File: src/rv32i_types_pkg.sv
package rv32i_types_pkg;

    // major opcodes of the base integer set.
    typedef enum logic [6:0] {
        op_lui   = 7'b0110111,
        op_auipc = 7'b0010111,
        op_jal   = 7'b1101111,
        op_jalr  = 7'b1100111,
        op_br    = 7'b1100011,
        op_load  = 7'b0000011,
        op_store = 7'b0100011,
        op_imm   = 7'b0010011,
        op_reg   = 7'b0110011
    } opcode_t;

    typedef struct packed {
        logic [6:0] funct7;
        logic [4:0] rs2;
        logic [4:0] rs1;
        logic [2:0] funct3;
        logic [4:0] rd;
        logic [6:0] opcode;
    } r_type_t;

    typedef struct packed {
        logic [19:0] imm; // upper immediate or scrambled jump offset.
        logic [4:0]  rd;
        logic [6:0]  opcode;
    } uj_type_t;

    typedef union packed {
        r_type_t  r;
        uj_type_t uj;
    } inst_word_u;

    typedef struct packed {
        opcode_t    opcode;
        logic [4:0] rs1;
        logic [4:0] rs2;
        logic [4:0] rd;
        logic       uses_rs1;
        logic       uses_rs2;
        logic       writes_rd;
    } decode_info_t;

    localparam logic [31:0] NOP_WORD = 32'h0000_0013; // addi x0, x0, 0.

endpackage

File: src/rename_pkg.sv
package rename_pkg;

    localparam int PHYS_REG_BITS = 6;
    localparam int NUM_PHYS      = 64;
    localparam int NUM_ARCH      = 32;

    // registers beyond the architectural ones start out free.
    localparam int FREE_DEPTH    = NUM_PHYS - NUM_ARCH;

    typedef logic [PHYS_REG_BITS-1:0]  phys_reg_t;
    typedef logic [$clog2(NUM_ARCH)-1:0] arch_reg_t;

endpackage

File: src/decode_if.sv
`timescale 1ns/10ps

interface decode_if;
    import rv32i_types_pkg::*;

    logic         valid;
    decode_info_t info;
    logic         stall; // held instruction cannot be renamed this cycle.

    modport decoder (
        output valid,
        output info,
        input  stall
    );

    modport rat (
        input  valid,
        input  info,
        output stall
    );

endinterface

File: src/inst_decoder.sv
`timescale 1ns/10ps

module inst_decoder (
    input  logic        clk,
    input  logic        rst,
    input  logic [31:0] inst,
    input  logic        inst_valid,
    decode_if.decoder   dec
);
    import rv32i_types_pkg::*;

    inst_word_u   inst_q;
    logic         valid_q;
    decode_info_t info;

    always_ff @(posedge clk) begin
        if (rst) begin
            valid_q <= 1'b0;
        end else if (!dec.stall) begin
            valid_q <= inst_valid;
        end
    end

    // the word itself is only meaningful while valid_q is set.
    always_ff @(posedge clk) begin
        if (!dec.stall) begin
            inst_q <= inst;
        end
    end

    always_comb begin
        info           = '0;
        info.opcode    = opcode_t'(inst_q.r.opcode);
        info.rs1       = inst_q.r.rs1;
        info.rs2       = inst_q.r.rs2;
        info.rd        = inst_q.r.rd;

        if (inst_q.uj.opcode inside {op_lui, op_auipc, op_jal}) begin
            info.writes_rd = 1'b1; // no source fields in this format.
        end else begin
            case (info.opcode)
                op_jalr, op_load, op_imm: begin
                    info.uses_rs1  = 1'b1;
                    info.writes_rd = 1'b1;
                end
                op_br, op_store: begin
                    info.uses_rs1 = 1'b1;
                    info.uses_rs2 = 1'b1;
                end
                op_reg: begin
                    info.uses_rs1  = 1'b1;
                    info.uses_rs2  = 1'b1;
                    info.writes_rd = 1'b1;
                end
                default: ; // unknown opcodes touch no registers.
            endcase
        end

        if (inst_q == '0 || inst_q == NOP_WORD) begin
            info.uses_rs1  = 1'b0;
            info.uses_rs2  = 1'b0;
            info.writes_rd = 1'b0;
        end

        if (info.rd == '0) info.writes_rd = 1'b0; // x0 is never renamed.
    end

    assign dec.valid = valid_q;
    assign dec.info  = info;

endmodule

File: src/free_list.sv
`timescale 1ns/10ps

module free_list (
    input  logic                  clk,
    input  logic                  rst,
    input  logic                  alloc,
    output rename_pkg::phys_reg_t alloc_pd,
    output logic                  empty,
    input  logic                  free_push,
    input  rename_pkg::phys_reg_t free_pd
);
    import rename_pkg::*;

    typedef logic [$clog2(FREE_DEPTH)-1:0] ptr_t;
    typedef logic [$clog2(FREE_DEPTH):0]   count_t;

    phys_reg_t entries [FREE_DEPTH];
    ptr_t      head;
    ptr_t      tail;
    count_t    count;
    logic      full;
    logic      pop;
    logic      push;

    assign empty = (count == '0);
    assign full  = (count == count_t'(FREE_DEPTH));
    assign pop   = alloc && !empty;
    assign push  = free_push && (!full || pop); // a pop frees the slot it leaves.

    assign alloc_pd = entries[head];

    always_ff @(posedge clk) begin
        if (rst) begin
            // registers above the identity map start out unused.
            for (int i = 0; i < FREE_DEPTH; i++) begin
                entries[i] <= phys_reg_t'(NUM_ARCH + i);
            end
            head  <= '0;
            tail  <= '0; // full, so the tail has wrapped onto the head.
            count <= count_t'(FREE_DEPTH);
        end else begin
            if (push) begin
                entries[tail] <= free_pd;
                tail          <= tail + ptr_t'(1);
            end
            if (pop) begin
                head <= head + ptr_t'(1);
            end
            case ({push, pop})
                2'b10:   count <= count + count_t'(1);
                2'b01:   count <= count - count_t'(1);
                default: count <= count;
            endcase
        end
    end

endmodule

File: src/rat.sv
`timescale 1ns/10ps

module rat (
    input  logic                  clk,
    input  logic                  rst,
    decode_if.rat                 dec,
    output logic                  alloc,
    input  rename_pkg::phys_reg_t alloc_pd,
    input  logic                  empty,
    input  logic                  cdb_valid,
    input  rename_pkg::arch_reg_t cdb_rd,
    input  rename_pkg::phys_reg_t cdb_pd,
    output logic                  rename_valid,
    output rename_pkg::phys_reg_t ps1,
    output rename_pkg::phys_reg_t ps2,
    output logic                  ps1_valid,
    output logic                  ps2_valid,
    output rename_pkg::phys_reg_t pd
);
    import rename_pkg::*;

    phys_reg_t           map [NUM_ARCH];
    logic [NUM_ARCH-1:0] ready;
    logic                wants_rd;
    logic                cdb_hit;

    assign wants_rd = dec.valid && dec.info.writes_rd;

    // only a writer can stall, and only when no register is left.
    assign dec.stall    = wants_rd && empty;
    assign rename_valid = dec.valid && !dec.stall;
    assign alloc        = wants_rd && !empty;

    assign pd = wants_rd ? alloc_pd : '0;

    // lookups read the state before this edge, so there is no CDB bypass.
    assign ps1       = dec.info.uses_rs1 ? map[dec.info.rs1] : '0;
    assign ps1_valid = dec.info.uses_rs1 ? ready[dec.info.rs1] : 1'b1;
    assign ps2       = dec.info.uses_rs2 ? map[dec.info.rs2] : '0;
    assign ps2_valid = dec.info.uses_rs2 ? ready[dec.info.rs2] : 1'b1;

    // a result for an older mapping of cdb_rd must not mark the new one ready.
    assign cdb_hit = cdb_valid && (cdb_rd != '0) && (map[cdb_rd] == cdb_pd);

    always_ff @(posedge clk) begin
        if (rst) begin
            for (int i = 0; i < NUM_ARCH; i++) begin
                map[i] <= phys_reg_t'(i); // identity map.
            end
            ready <= '1;
        end else begin
            if (cdb_hit) begin
                ready[cdb_rd] <= 1'b1;
            end
            // the later assignment wins when both hit the same rd.
            if (alloc) begin
                map[dec.info.rd]   <= alloc_pd;
                ready[dec.info.rd] <= 1'b0;
            end
        end
    end

endmodule

File: src/rename_stage.sv
`timescale 1ns/10ps

module rename_stage (
    input  logic                  clk,
    input  logic                  rst,
    input  logic [31:0]           inst,
    input  logic                  inst_valid,
    output logic                  stall,
    input  logic                  free_push,
    input  rename_pkg::phys_reg_t free_pd,
    input  logic                  cdb_valid,
    input  rename_pkg::arch_reg_t cdb_rd,
    input  rename_pkg::phys_reg_t cdb_pd,
    output logic                  rename_valid,
    output rename_pkg::phys_reg_t ps1,
    output rename_pkg::phys_reg_t ps2,
    output logic                  ps1_valid,
    output logic                  ps2_valid,
    output rename_pkg::phys_reg_t pd
);
    import rename_pkg::*;

    decode_if  dif ();
    logic      alloc;
    logic      empty;
    phys_reg_t alloc_pd;

    assign stall = dif.stall; // upstream holds inst while this is high.

    inst_decoder dec0 (
        .clk        (clk),
        .rst        (rst),
        .inst       (inst),
        .inst_valid (inst_valid),
        .dec        (dif.decoder)
    );

    free_list fl0 (
        .clk       (clk),
        .rst       (rst),
        .alloc     (alloc),
        .alloc_pd  (alloc_pd),
        .empty     (empty),
        .free_push (free_push),
        .free_pd   (free_pd)
    );

    rat rat0 (
        .clk          (clk),
        .rst          (rst),
        .dec          (dif.rat),
        .alloc        (alloc),
        .alloc_pd     (alloc_pd),
        .empty        (empty),
        .cdb_valid    (cdb_valid),
        .cdb_rd       (cdb_rd),
        .cdb_pd       (cdb_pd),
        .rename_valid (rename_valid),
        .ps1          (ps1),
        .ps2          (ps2),
        .ps1_valid    (ps1_valid),
        .ps2_valid    (ps2_valid),
        .pd           (pd)
    );

endmodule

File: config.mk
export PLATFORM = sky130hd
export DESIGN_NAME = rename_stage
export DESIGN_NICKNAME = d
export VERILOG_FILES = /design/src/rv32i_types_pkg.sv /design/src/rename_pkg.sv /design/src/decode_if.sv /design/src/inst_decoder.sv /design/src/free_list.sv /design/src/rat.sv /design/src/rename_stage.sv
export SDC_FILE = /design/constraint.sdc
export NUM_CORES = 1
export LEC_CHECK = 0
export BUFFER_PORTS_ARGS = -buffer_cell sky130_fd_sc_hd__buf_2
export CAP_MARGIN = 20
export CELL_PAD_IN_SITES_DETAIL_PLACEMENT = 1
export CELL_PAD_IN_SITES_GLOBAL_PLACEMENT = 1
export CORE_MARGIN = 2
export CORE_UTILIZATION = 55
export DETAILED_ROUTE_END_ITERATION = 10
export GPL_ROUTABILITY_DRIVEN = 0
export PLACE_DENSITY_LB_ADDON = 0.2
export SLEW_MARGIN = 10
export SYNTH_ARGS = -nofsm -noshare
export SYNTH_HDL_FRONTEND = slang
export SYNTH_SLANG_ARGS = --single-unit
File: constraint.sdc
create_clock -name clk -period 5.4 [get_ports clk]
set_clock_uncertainty 0.05 [all_clocks]
set_input_delay 1.08 -clock clk [delete_from_list [all_inputs] [get_ports clk]]
set_output_delay 1.08 -clock clk [all_outputs]
set_load 0.05 [all_outputs]
==> impl_metrics.json, run 1 <==
{
  "p_int_w": 0.00644,
  "synth_cell_types": 63,
  "slowest_delay_ns": 0.97,
  "status": "complete, no violations",
  "worstPathRequired_ns": 4.27,
  "worstHoldStart": "rat0.ready[0]",
  "die_h_um": 217,
  "arrival_ns": 3.54,
  "vias": 17700,
  "post-route-util": 0.613,
  "drc_errors": 0,
  "drive_gt1_frac": 0.242,
  "grt_max_degree": 66,
  "antenna_found_initial": 0,
  "hold_path_depth": 1,
  "dieArea_um2": 47200,
  "max_freq_ghz": 0.214,
  "cts_inserted_buffers": 52,
  "core.rowCount": 78,
  "yosys_warnings": 0,
  "cts_tree": "yes",
  "post_cts_buffers": 0,
  "seqPwrFrac": 0.490,
  "power.density_nw_per_um2": 312,
  "layout.nets": 1971,
  "cpMostUsedCell": "mux4_2",
  "relSlewSlack": 0.279,
  "timing.setup.tns_ns": 0,
  "dr.pass1.iters": 5,
  "worstSetupStartpointType": "register",
  "coreArea_um2": 45200,
  "grt_pass1_wl_um": 123000,
  "p_total_w": 0.00865,
  "crit_type": "register to primary output",
  "cts_resized": 0,
  "slew_viol_final": 0,
  "dp_hpwl_um": 59600,
  "clk_pin_slew_ns": 0.06,
  "p_sw_w": 0.00221,
  "drtIter0Drc": 2110,
  "clockRootBuffer": "clkbuf_16",
  "synthCells": 1891,
  "wl_per_cell_um": 32.9,
  "fin_cells": 2549,
  "track_usage": 0.359,
  "viasPerCell": 6.94,
  "crit_slowest_cell": "dfxtp_4",
  "grt-ovfl-total": 0,
  "rsz0062_at_grt": "no",
  "num_io_pins": 76,
  "portBuffers": 75,
  "worstSkewPairLatency_ns": 0.63,
  "grt_pass1_vias": 18200,
  "syn_to_final_growth_pct": 10.7,
  "pwr-share-comb": 0.089,
  "path_cells": "mux4_2 > mux4_2 > mux2i_4 > nor2_1 > buf_2",
  "wl_um": 83800,
  "hp-class": "register to register",
  "post-route-period-util": 0.864,
  "cts.sinks": 480,
  "die_w_um": 217,
  "setup_viol": 0,
  "worst_slew_pin_slew_ns": 1.08,
  "synth-seq-cells": 480,
  "hold_buffers": 0,
  "synth_area_per_cell_um2": 13.2,
  "ant_nets": 0,
  "synthFlopType": "edfxtp_1",
  "worst-path-max-fanout": 48,
  "antenna_cells": 0,
  "ir_drop_mv": 0.316,
  "seq_area_frac_synth": 0.550,
  "drv_cap": 0,
  "dp.cells": 2453,
  "period_minus_slack_ns": 4.67,
  "whs_ns": 0.444,
  "initial_core_util": 0.554,
  "clock_path_buffers": 3,
  "synthArstFlopShare": 0,
  "ff2ff_path_depth": 13,
  "cp-end-kind": "primary output",
  "cts_max_level": 2,
  "finalHoldViolCount": 0,
  "switching_share": 0.255,
  "syn_area_um2": 25000,
  "regToRegStartpoint": "dec0.inst_q[11]",
  "leakage_nw": 8.81,
  "synth_edf_count": 416,
  "pwr-share-clk": 0.422
}
[synth_stat cells, types with 6 or more instances]
library cell,n,share of area
a21oi_1,16,0.0032
xor2_1,6,0.0021
xnor2_1,10,0.0035
nor3_1,51,0.010
nand3b_1,12,0.0036
o31a_1,10,0.0035
mux4_2,199,0.18
o2bb2ai_1,8,0.0028
buf_1,16,0.0024
clkbuf_1,120,0.018
nand4_1,9,0.0022
nand2_1,197,0.030
o22ai_1,49,0.012
edfxtp_1,416,0.50
buf_2,23,0.0046
ha_1,9,0.0045
nor4_1,28,0.0070
nor2_1,248,0.037
mux2i_1,118,0.047
and3_1,9,0.0022
nand2b_1,30,0.0075
inv_1,10,0.0015
or4b_1,6,0.0024
a31o_2,7,0.0024
or2_2,43,0.011
and2_1,34,0.0085
nand3_1,7,0.0014
dfxtp_1,64,0.051
or3_1,70,0.017
nand4bb_1,6,0.0027
[logic make-up (layout without fill, tap and decap cells)]
family,after synthesis,in the layout,share of synthesized area
multiplexers,317,317,0.226
flip-flops,480,480,0.550
AO/OA/AOI/OAI,113,113,0.0310
XOR/XNOR,16,16,0.00560
adder cells (fa/ha/maj),10,10,0.00530
other,1,6,0.000150
buffers and inverters,171,224,0.0271
AND/OR/NAND/NOR,783,783,0.154
[metrics by stage]
step	cell area [µm²]	worst slack (ns)
finish	27700	0.733
floorplan	25000	1.53
global route	27700	0.597
detailed placement	26000	0.990
CTS	27700	0.722
global placement	26000	1.05
[state kept, by name, indices dropped and copies added, names as in the netlist, named ones only]
signal	count
fl0.count	6
fl0.head	5
rat0.ready	32
fl0.tail	5
dec0.inst_q	32
dec0.dec.valid	1
fl0.entries	192
rat0.map	192
[cells in the final DEF (no fill, tap or decap), types with 8 or more instances in the layout]
| cell | instances |
|---|---|
| edfxtp_1 | 416 |
| mux2i_1 | 112 |
| nor3_1 | 51 |
| nand3b_1 | 12 |
| o2bb2ai_1 | 8 |
| inv_1 | 10 |
| clkbuf_16 | 53 |
| nor2_1 | 248 |
| dfxtp_1 | 58 |
| nand2_1 | 197 |
| clkinv_2 | 12 |
| or2_2 | 43 |
| xnor2_1 | 10 |
| and3_1 | 9 |
| or3_1 | 70 |
| o22ai_1 | 49 |
| clkinv_1 | 11 |
| nand4_1 | 9 |
| buf_2 | 73 |
| nand2b_1 | 29 |
| o31a_1 | 10 |
| nor4_1 | 28 |
| a21oi_1 | 16 |
| and2_1 | 34 |
| mux4_2 | 199 |
| buf_4 | 40 |
| ha_1 | 9 |
[path summary, 6_finish.rpt]
check	slack, ns	end
min	0.44	rat0.ready[0]
max reg2reg	1.13	fl0.count[5]
min reg2reg	0.44	rat0.ready[0]
max	0.73	pd[3]
[layer usage]
metal,vias to the layer above,global-route usage,part of all wire
li1,7261,-,-
met3,278,0.0707,0.086
met1,9046,0.458,0.37
met2,1102,0.583,0.48
met4,0,0.195,0.064
met5,-,0,0
[power by group through the flow]
stage                     Clock (W)  Sequential (W)  Combinational, W
after floorplan                   0         0.00422          0.000524
after detailed placement          0         0.00431          0.000739
final                       0.00365         0.00424          0.000767
after CTS                   0.00366         0.00423          0.000750
after global placement            0         0.00430          0.000716
after global routing        0.00378         0.00424          0.000794
[worst max-delay path: cells and delay by family, from the launching register on]
family	cells	cell delay (ns)
buf+inv	1	0.23
flops	1	0.97
simple gates	1	0.11
mux	3	1.52
[cell type report]
type                       count  area [µm²]
inverter                      11        41.3
timing repair buffer         117         761
multi-input combinational   1245       10700
fill                        4319       17500
tap                          600         751
sequential                   480       13800
clock inverter                37         352
clock buffer                  59        1350
No activity file was read; power rests on OpenSTA's default activity.
==> inputs of run 2 (changes only) <==
--- a/config.mk
+++ b/config.mk
@@ -7,10 +7,9 @@
 export LEC_CHECK = 0
 export BUFFER_PORTS_ARGS = -buffer_cell sky130_fd_sc_hd__buf_2
 export CAP_MARGIN = 20
-export CELL_PAD_IN_SITES_DETAIL_PLACEMENT = 1
-export CELL_PAD_IN_SITES_GLOBAL_PLACEMENT = 1
-export CORE_MARGIN = 2
-export CORE_UTILIZATION = 55
+export CELL_PAD_IN_SITES_DETAIL_PLACEMENT = 0
+export CELL_PAD_IN_SITES_GLOBAL_PLACEMENT = 2
+export CORE_UTILIZATION = 49
 export DETAILED_ROUTE_END_ITERATION = 10
 export GPL_ROUTABILITY_DRIVEN = 0
 export PLACE_DENSITY_LB_ADDON = 0.2
==> run 2 against run 1 <==
  * Count of clock-buffer cells in the layout up 12
  * Clock power is 3% lower
  * Maximum frequency is 5.2% lower
  * Design area is essentially flat
  * Sequential power hardly changed
  * Critical path depth up 1
  * Utilization shrank 6.2 points
  * Sequential share of layout area is essentially flat
  * Critical endpoint is now ps1_valid
==> impl_metrics.json, run 2 (synthesis gave the netlist of run 1 again) <==
{
  "cp-end-kind": "primary output",
  "clockRootBuffer": "clkbuf_16",
  "post-route-util": 0.552,
  "pwr-share-comb": 0.087,
  "drtIter0Drc": 2080,
  "pwr-share-clk": 0.417,
  "status": "complete, no violations",
  "final_common_cell": "edfxtp_1",
  "dr.pass1.iters": 5,
  "slew_viol_final": 0,
  "grt_max_degree": 75,
  "worstSkewPairLatency_ns": 0.61,
  "post-route-period-util": 0.912,
  "ir_drop_mv": 0.231,
  "die_w_um": 228,
  "relSlewSlack": 0.219,
  "setup_viol": 0,
  "viasPerCell": 6.59,
  "cts_resized": 0,
  "post_cts_buffers": 0,
  "wl_um": 79000,
  "final_cell_mix": "416 x edfxtp_1, 248 x nor2_1, 199 x mux4_2",
  "worst_slew_pin_slew_ns": 1.16,
  "num_io_pins": 76,
  "ant_nets": 0,
  "die_h_um": 228,
  "cts_tree": "yes",
  "coreArea_um2": 50300,
  "dp_hpwl_um": 56300,
  "dieArea_um2": 52000,
  "leakage_nw": 8.77,
  "syn_to_final_growth_pct": 10.8,
  "cts.sinks": 480,
  "antenna_found_initial": 1,
  "p_int_w": 0.00642,
  "p_total_w": 0.00853,
  "drv_cap": 0,
  "seqPwrFrac": 0.496,
  "worst-path-max-fanout": 14,
  "p_sw_w": 0.00211,
  "grt-ovfl-total": 0,
  "cts_inserted_buffers": 52,
  "layout.nets": 1965,
  "clk_pin_slew_ns": 0.06,
  "wl_per_cell_um": 30.2,
  "power.density_nw_per_um2": 308,
  "hold_buffers": 0,
  "crit_type": "register to primary output",
  "drc_errors": 0,
  "postLayoutSetupSlackWorst_ns": 0.476,
  "switching_share": 0.248,
  "hp-class": "register to register",
  "portBuffers": 75,
  "cts_max_level": 2,
  "preCtsSetupSlack_ns": 0.867,
  "fillers": 4157,
  "vias": 17200,
  "grt_pass1_wl_um": 116000,
  "reg_top3": "fl0.entries (192), rat0.map (192)",
  "clock_path_buffers": 3,
  "rsz0062_at_grt": "no",
  "worstPathRequired_ns": 4.27,
  "worstSetupStartpointType": "register",
  "grt_pass1_vias": 16600,
  "track_usage": 0.306,
  "core.rowCount": 82,
  "max_freq_ghz": 0.203,
  "period_minus_slack_ns": 4.92,
  "place_area_um2": 26100,
  "drive_gt1_frac": 0.236,
  "antenna_cells": 0,
  "finalHoldViolCount": 0,
  "timing.setup.tns_ns": 0,
  "arrival_ns": 3.79,
  "finish.instance_area_um2": 27700,
  "initial_core_util": 0.498
}
==> run 2: cell count changes in the layout (fill, tap and decap cells not counted), sizes merged <==
cell,delta
clkinv,-6
bufinv,-1
clkbuf,+12
clkinvlp,-4
buf,-6
==> run 2: per-stage QoR <==
stage	instances	hold slack, ns
after floorplan	1896	0.381
after global placement	2518	0.400
after detailed placement	2519	0.425
after CTS	2616	0.441
after global routing	2616	0.458
final	2616	0.444
==> run 2: area by class of cell <==
class                           count  area, µm²  share of cell area
Timing Repair Buffer              111        708              0.0255
Clock buffer                       71       1400              0.0506
Multi-Input combinational cell   1245      10700               0.385
Tap cell                          672        841              0.0303
Inverter                           11       41.3             0.00149
Clock inverter                     26        272             0.00979
Sequential cell                   480      13800               0.497
==> run 2: power by group through the flow <==
| stage | Sequential (W) | Combinational, W | Clock [W] |
|---|---|---|---|
| 2_1_floorplan | 0.00422 | 0.000524 | 0 |
| 3_3_place_gp | 0.00431 | 0.000724 | 0 |
| 3_5_place_dp | 0.00431 | 0.000733 | 0 |
| 4_1_cts | 0.00423 | 0.000735 | 0.00359 |
| 5_1_grt | 0.00424 | 0.000780 | 0.00373 |
| 6_report | 0.00423 | 0.000743 | 0.00355 |
==> run 2: worst paths after layout <==
kind	start	to	slack, ns	cells after the start
hold reg to reg	rat0.ready[0]	rat0.ready[0]	0.44	1
setup reg to reg	dec0.inst_q[11]	rat0.map[4][3]	0.72	7
hold / removal	rat0.ready[0]	rat0.ready[0]	0.44	1
setup / recovery	dec0.inst_q[9]	ps1_valid	0.48	6
==> run 2: routing by layer <==
metal,track usage,up-vias,wire length (µm)
met5,0,-,0
met4,0.124,0,3380
met3,0.0569,168,7960
met2,0.465,1038,35900
met1,0.437,8762,31800
li1,-,7272,-
==> run 2: critical path, cell delays in order, from the launching register on <==
cell and delay [ns]:
edfxtp_1 0.65, or3_1 0.54, nor3_1 0.41, o2111ai_1 0.18
o21ai_1 0.92, a211o_1 0.21, buf_2 0.27
==> inputs of run 3 (changes only) <==
--- a/config.mk
+++ b/config.mk
@@ -9,7 +9,7 @@
 export CAP_MARGIN = 20
 export CELL_PAD_IN_SITES_DETAIL_PLACEMENT = 0
 export CELL_PAD_IN_SITES_GLOBAL_PLACEMENT = 2
-export CORE_UTILIZATION = 49
+export CORE_UTILIZATION = 45
 export DETAILED_ROUTE_END_ITERATION = 10
 export GPL_ROUTABILITY_DRIVEN = 0
 export PLACE_DENSITY_LB_ADDON = 0.2
==> constraint.sdc (replaced) <==
create_clock -name clk -period 5 [get_ports clk]
set_clock_uncertainty 0.05 [all_clocks]
set_input_delay 1 -clock clk [delete_from_list [all_inputs] [get_ports clk]]
set_output_delay 1 -clock clk [all_outputs]
set_load 0.05 [all_outputs]
==> run 3 against run 2 <==
  * Global-route usage decreased by 1.5 points
  * Cell count increased by 3.2%
  * Clock power increased by 9.0%
  * Non-clock buffer count increased by 9
  * Wire length increased by 2.9%
  * Register-to-register slack got worse by 0.08 ns
  * Utilization decreased by 4.3 points
  * Setup slack improved by 0.064 ns
  * Worst hold slack got worse by 0.00092 ns
==> impl_metrics.json, run 3 (synthesis gave the netlist of run 1 again) <==
{
  "status": "complete, no violations",
  "track_usage": 0.291,
  "worstHoldStart": "fl0.head[1]",
  "clock_path_buffers": 3,
  "initial_core_util": 0.455,
  "worstSkewPairLatency_ns": 0.63,
  "portBuffers": 75,
  "ir_drop_mv": 0.317,
  "preCtsSetupSlack_ns": 0.646,
  "relSlewSlack": 0.331,
  "cts.sinks": 480,
  "cts_inserted_buffers": 52,
  "core.rowCount": 86,
  "drive_gt1_frac": 0.240,
  "grt_pass1_wl_um": 118000,
  "antenna_cells": 0,
  "slew_viol_final": 0,
  "wl_um": 81300,
  "vias": 17200,
  "worst_slew_pin_slew_ns": 1.00,
  "grt_max_degree": 57,
  "clk_pin_slew_ns": 0.06,
  "reg_top3": "fl0.entries (192), rat0.map (192)",
  "post-route-period-util": 0.892,
  "layout.nets": 1974,
  "viasPerCell": 6.37,
  "drc_errors": 0,
  "cp-end-kind": "primary output",
  "worstSetupStartpointType": "register",
  "crit_type": "register to primary output",
  "grt_pass1_vias": 16600,
  "wl_per_cell_um": 30.1,
  "syn_to_final_growth_pct": 11.6,
  "drtIter0Drc": 2238,
  "dr.pass1.iters": 5,
  "final_common_cell": "edfxtp_1",
  "arrival_ns": 3.41,
  "cts_tree": "yes",
  "ant_nets": 0,
  "dp_hpwl_um": 58100,
  "die_w_um": 238,
  "max_freq_ghz": 0.224,
  "drv_cap": 0,
  "grt-ovfl-total": 0,
  "die_h_um": 238,
  "clockRootBuffer": "clkbuf_16",
  "worstPathRequired_ns": 3.95,
  "post_cts_buffers": 0,
  "leakage_nw": 8.83,
  "fillers": 4716,
  "postLayoutSetupSlackWorst_ns": 0.540,
  "cp-startpoint": "dec0.inst_q[9]",
  "num_io_pins": 76,
  "setup_viol": 0,
  "cts_max_level": 2,
  "coreArea_um2": 55000,
  "antenna_found_initial": 2,
  "period_minus_slack_ns": 4.46,
  "regToRegStartpoint": "dec0.inst_q[11]",
  "finalHoldViolCount": 0,
  "worst-path-max-fanout": 14,
  "rsz0062_at_grt": "no",
  "hold_buffers": 0,
  "timing.setup.tns_ns": 0,
  "hp-class": "register to register",
  "power.density_nw_per_um2": 331,
  "dieArea_um2": 56600,
  "final_cell_mix": "416 x edfxtp_1, 248 x nor2_1, 199 x mux4_2",
  "cts_resized": 0
}
## run 3: cell count changes in the layout (fill, tap and decap cells not counted), sizes merged
cell | before | now
inv | 14 | 10
clkinv | 18 | 21
buf | 111 | 120
clkbuf | 71 | 74
bufinv | 4 | 2
## run 3: path summary, 6_finish.rpt
kind	to	slack [ns]	cells after the start
setup / recovery	stall	0.54	6
hold / removal	register	0.44	2
setup reg to reg	rat0.map[1][2]	0.64	8
hold reg to reg	register	0.44	2
## run 3: per-stage QoR
| stage | util | hold WS, ns | instance area, µm² | power (W) | instances |
|---|---|---|---|---|---|
| CTS | 0.508 | 0.441 | 27900 | 0.00930 | 2701 |
| floorplan | - | 0.381 | 25000 | 0.00512 | 1896 |
| detailed placement | 0.477 | 0.425 | 26200 | 0.00546 | 2604 |
| global route | 0.508 | 0.468 | 27900 | 0.00950 | 2701 |
| finish | 0.508 | 0.443 | 27900 | 0.00926 | 2701 |
| global placement | 0.476 | 0.412 | 26200 | 0.00545 | 2602 |
## run 3: critical path: stages, from the launching register on
cell      delay (ns)
edfxtp_1        0.62
or3_1           0.53
nor3_1          0.33
or4b_4          0.31
nand2b_2        0.31
clkinv_1        0.34
buf_2           0.32
## run 3: routing by layer
| metal | track usage | wire [µm] | up-vias |
|---|---|---|---|
| li1 | - | - | 7282 |
| met1 | 0.427 | 34100 | 8808 |
| met2 | 0.418 | 35300 | 970 |
| met3 | 0.0786 | 9290 | 147 |
| met4 | 0.0976 | 2560 | 2 |
| met5 | 0 | 14 | - |
## run 3: cell type report
type                       instances  area (µm²)  area share
clock buffer                      74        1520      0.0544
clock inverter                    23         199     0.00712
inverter                          11        41.3     0.00148
multi-input combinational       1245       10700       0.382
sequential                       480       13800       0.493
tap                              748         936      0.0335
timing repair buffer             120         783      0.0280
## run 3: where the power goes
part / switching [W] / internal (W) / leakage, nW
registers: 0.000121 / 0.00443 / 4.16
logic: 0.000520 / 0.000317 / 3.84
clock network: 0.00165 / 0.00222 / 0.835
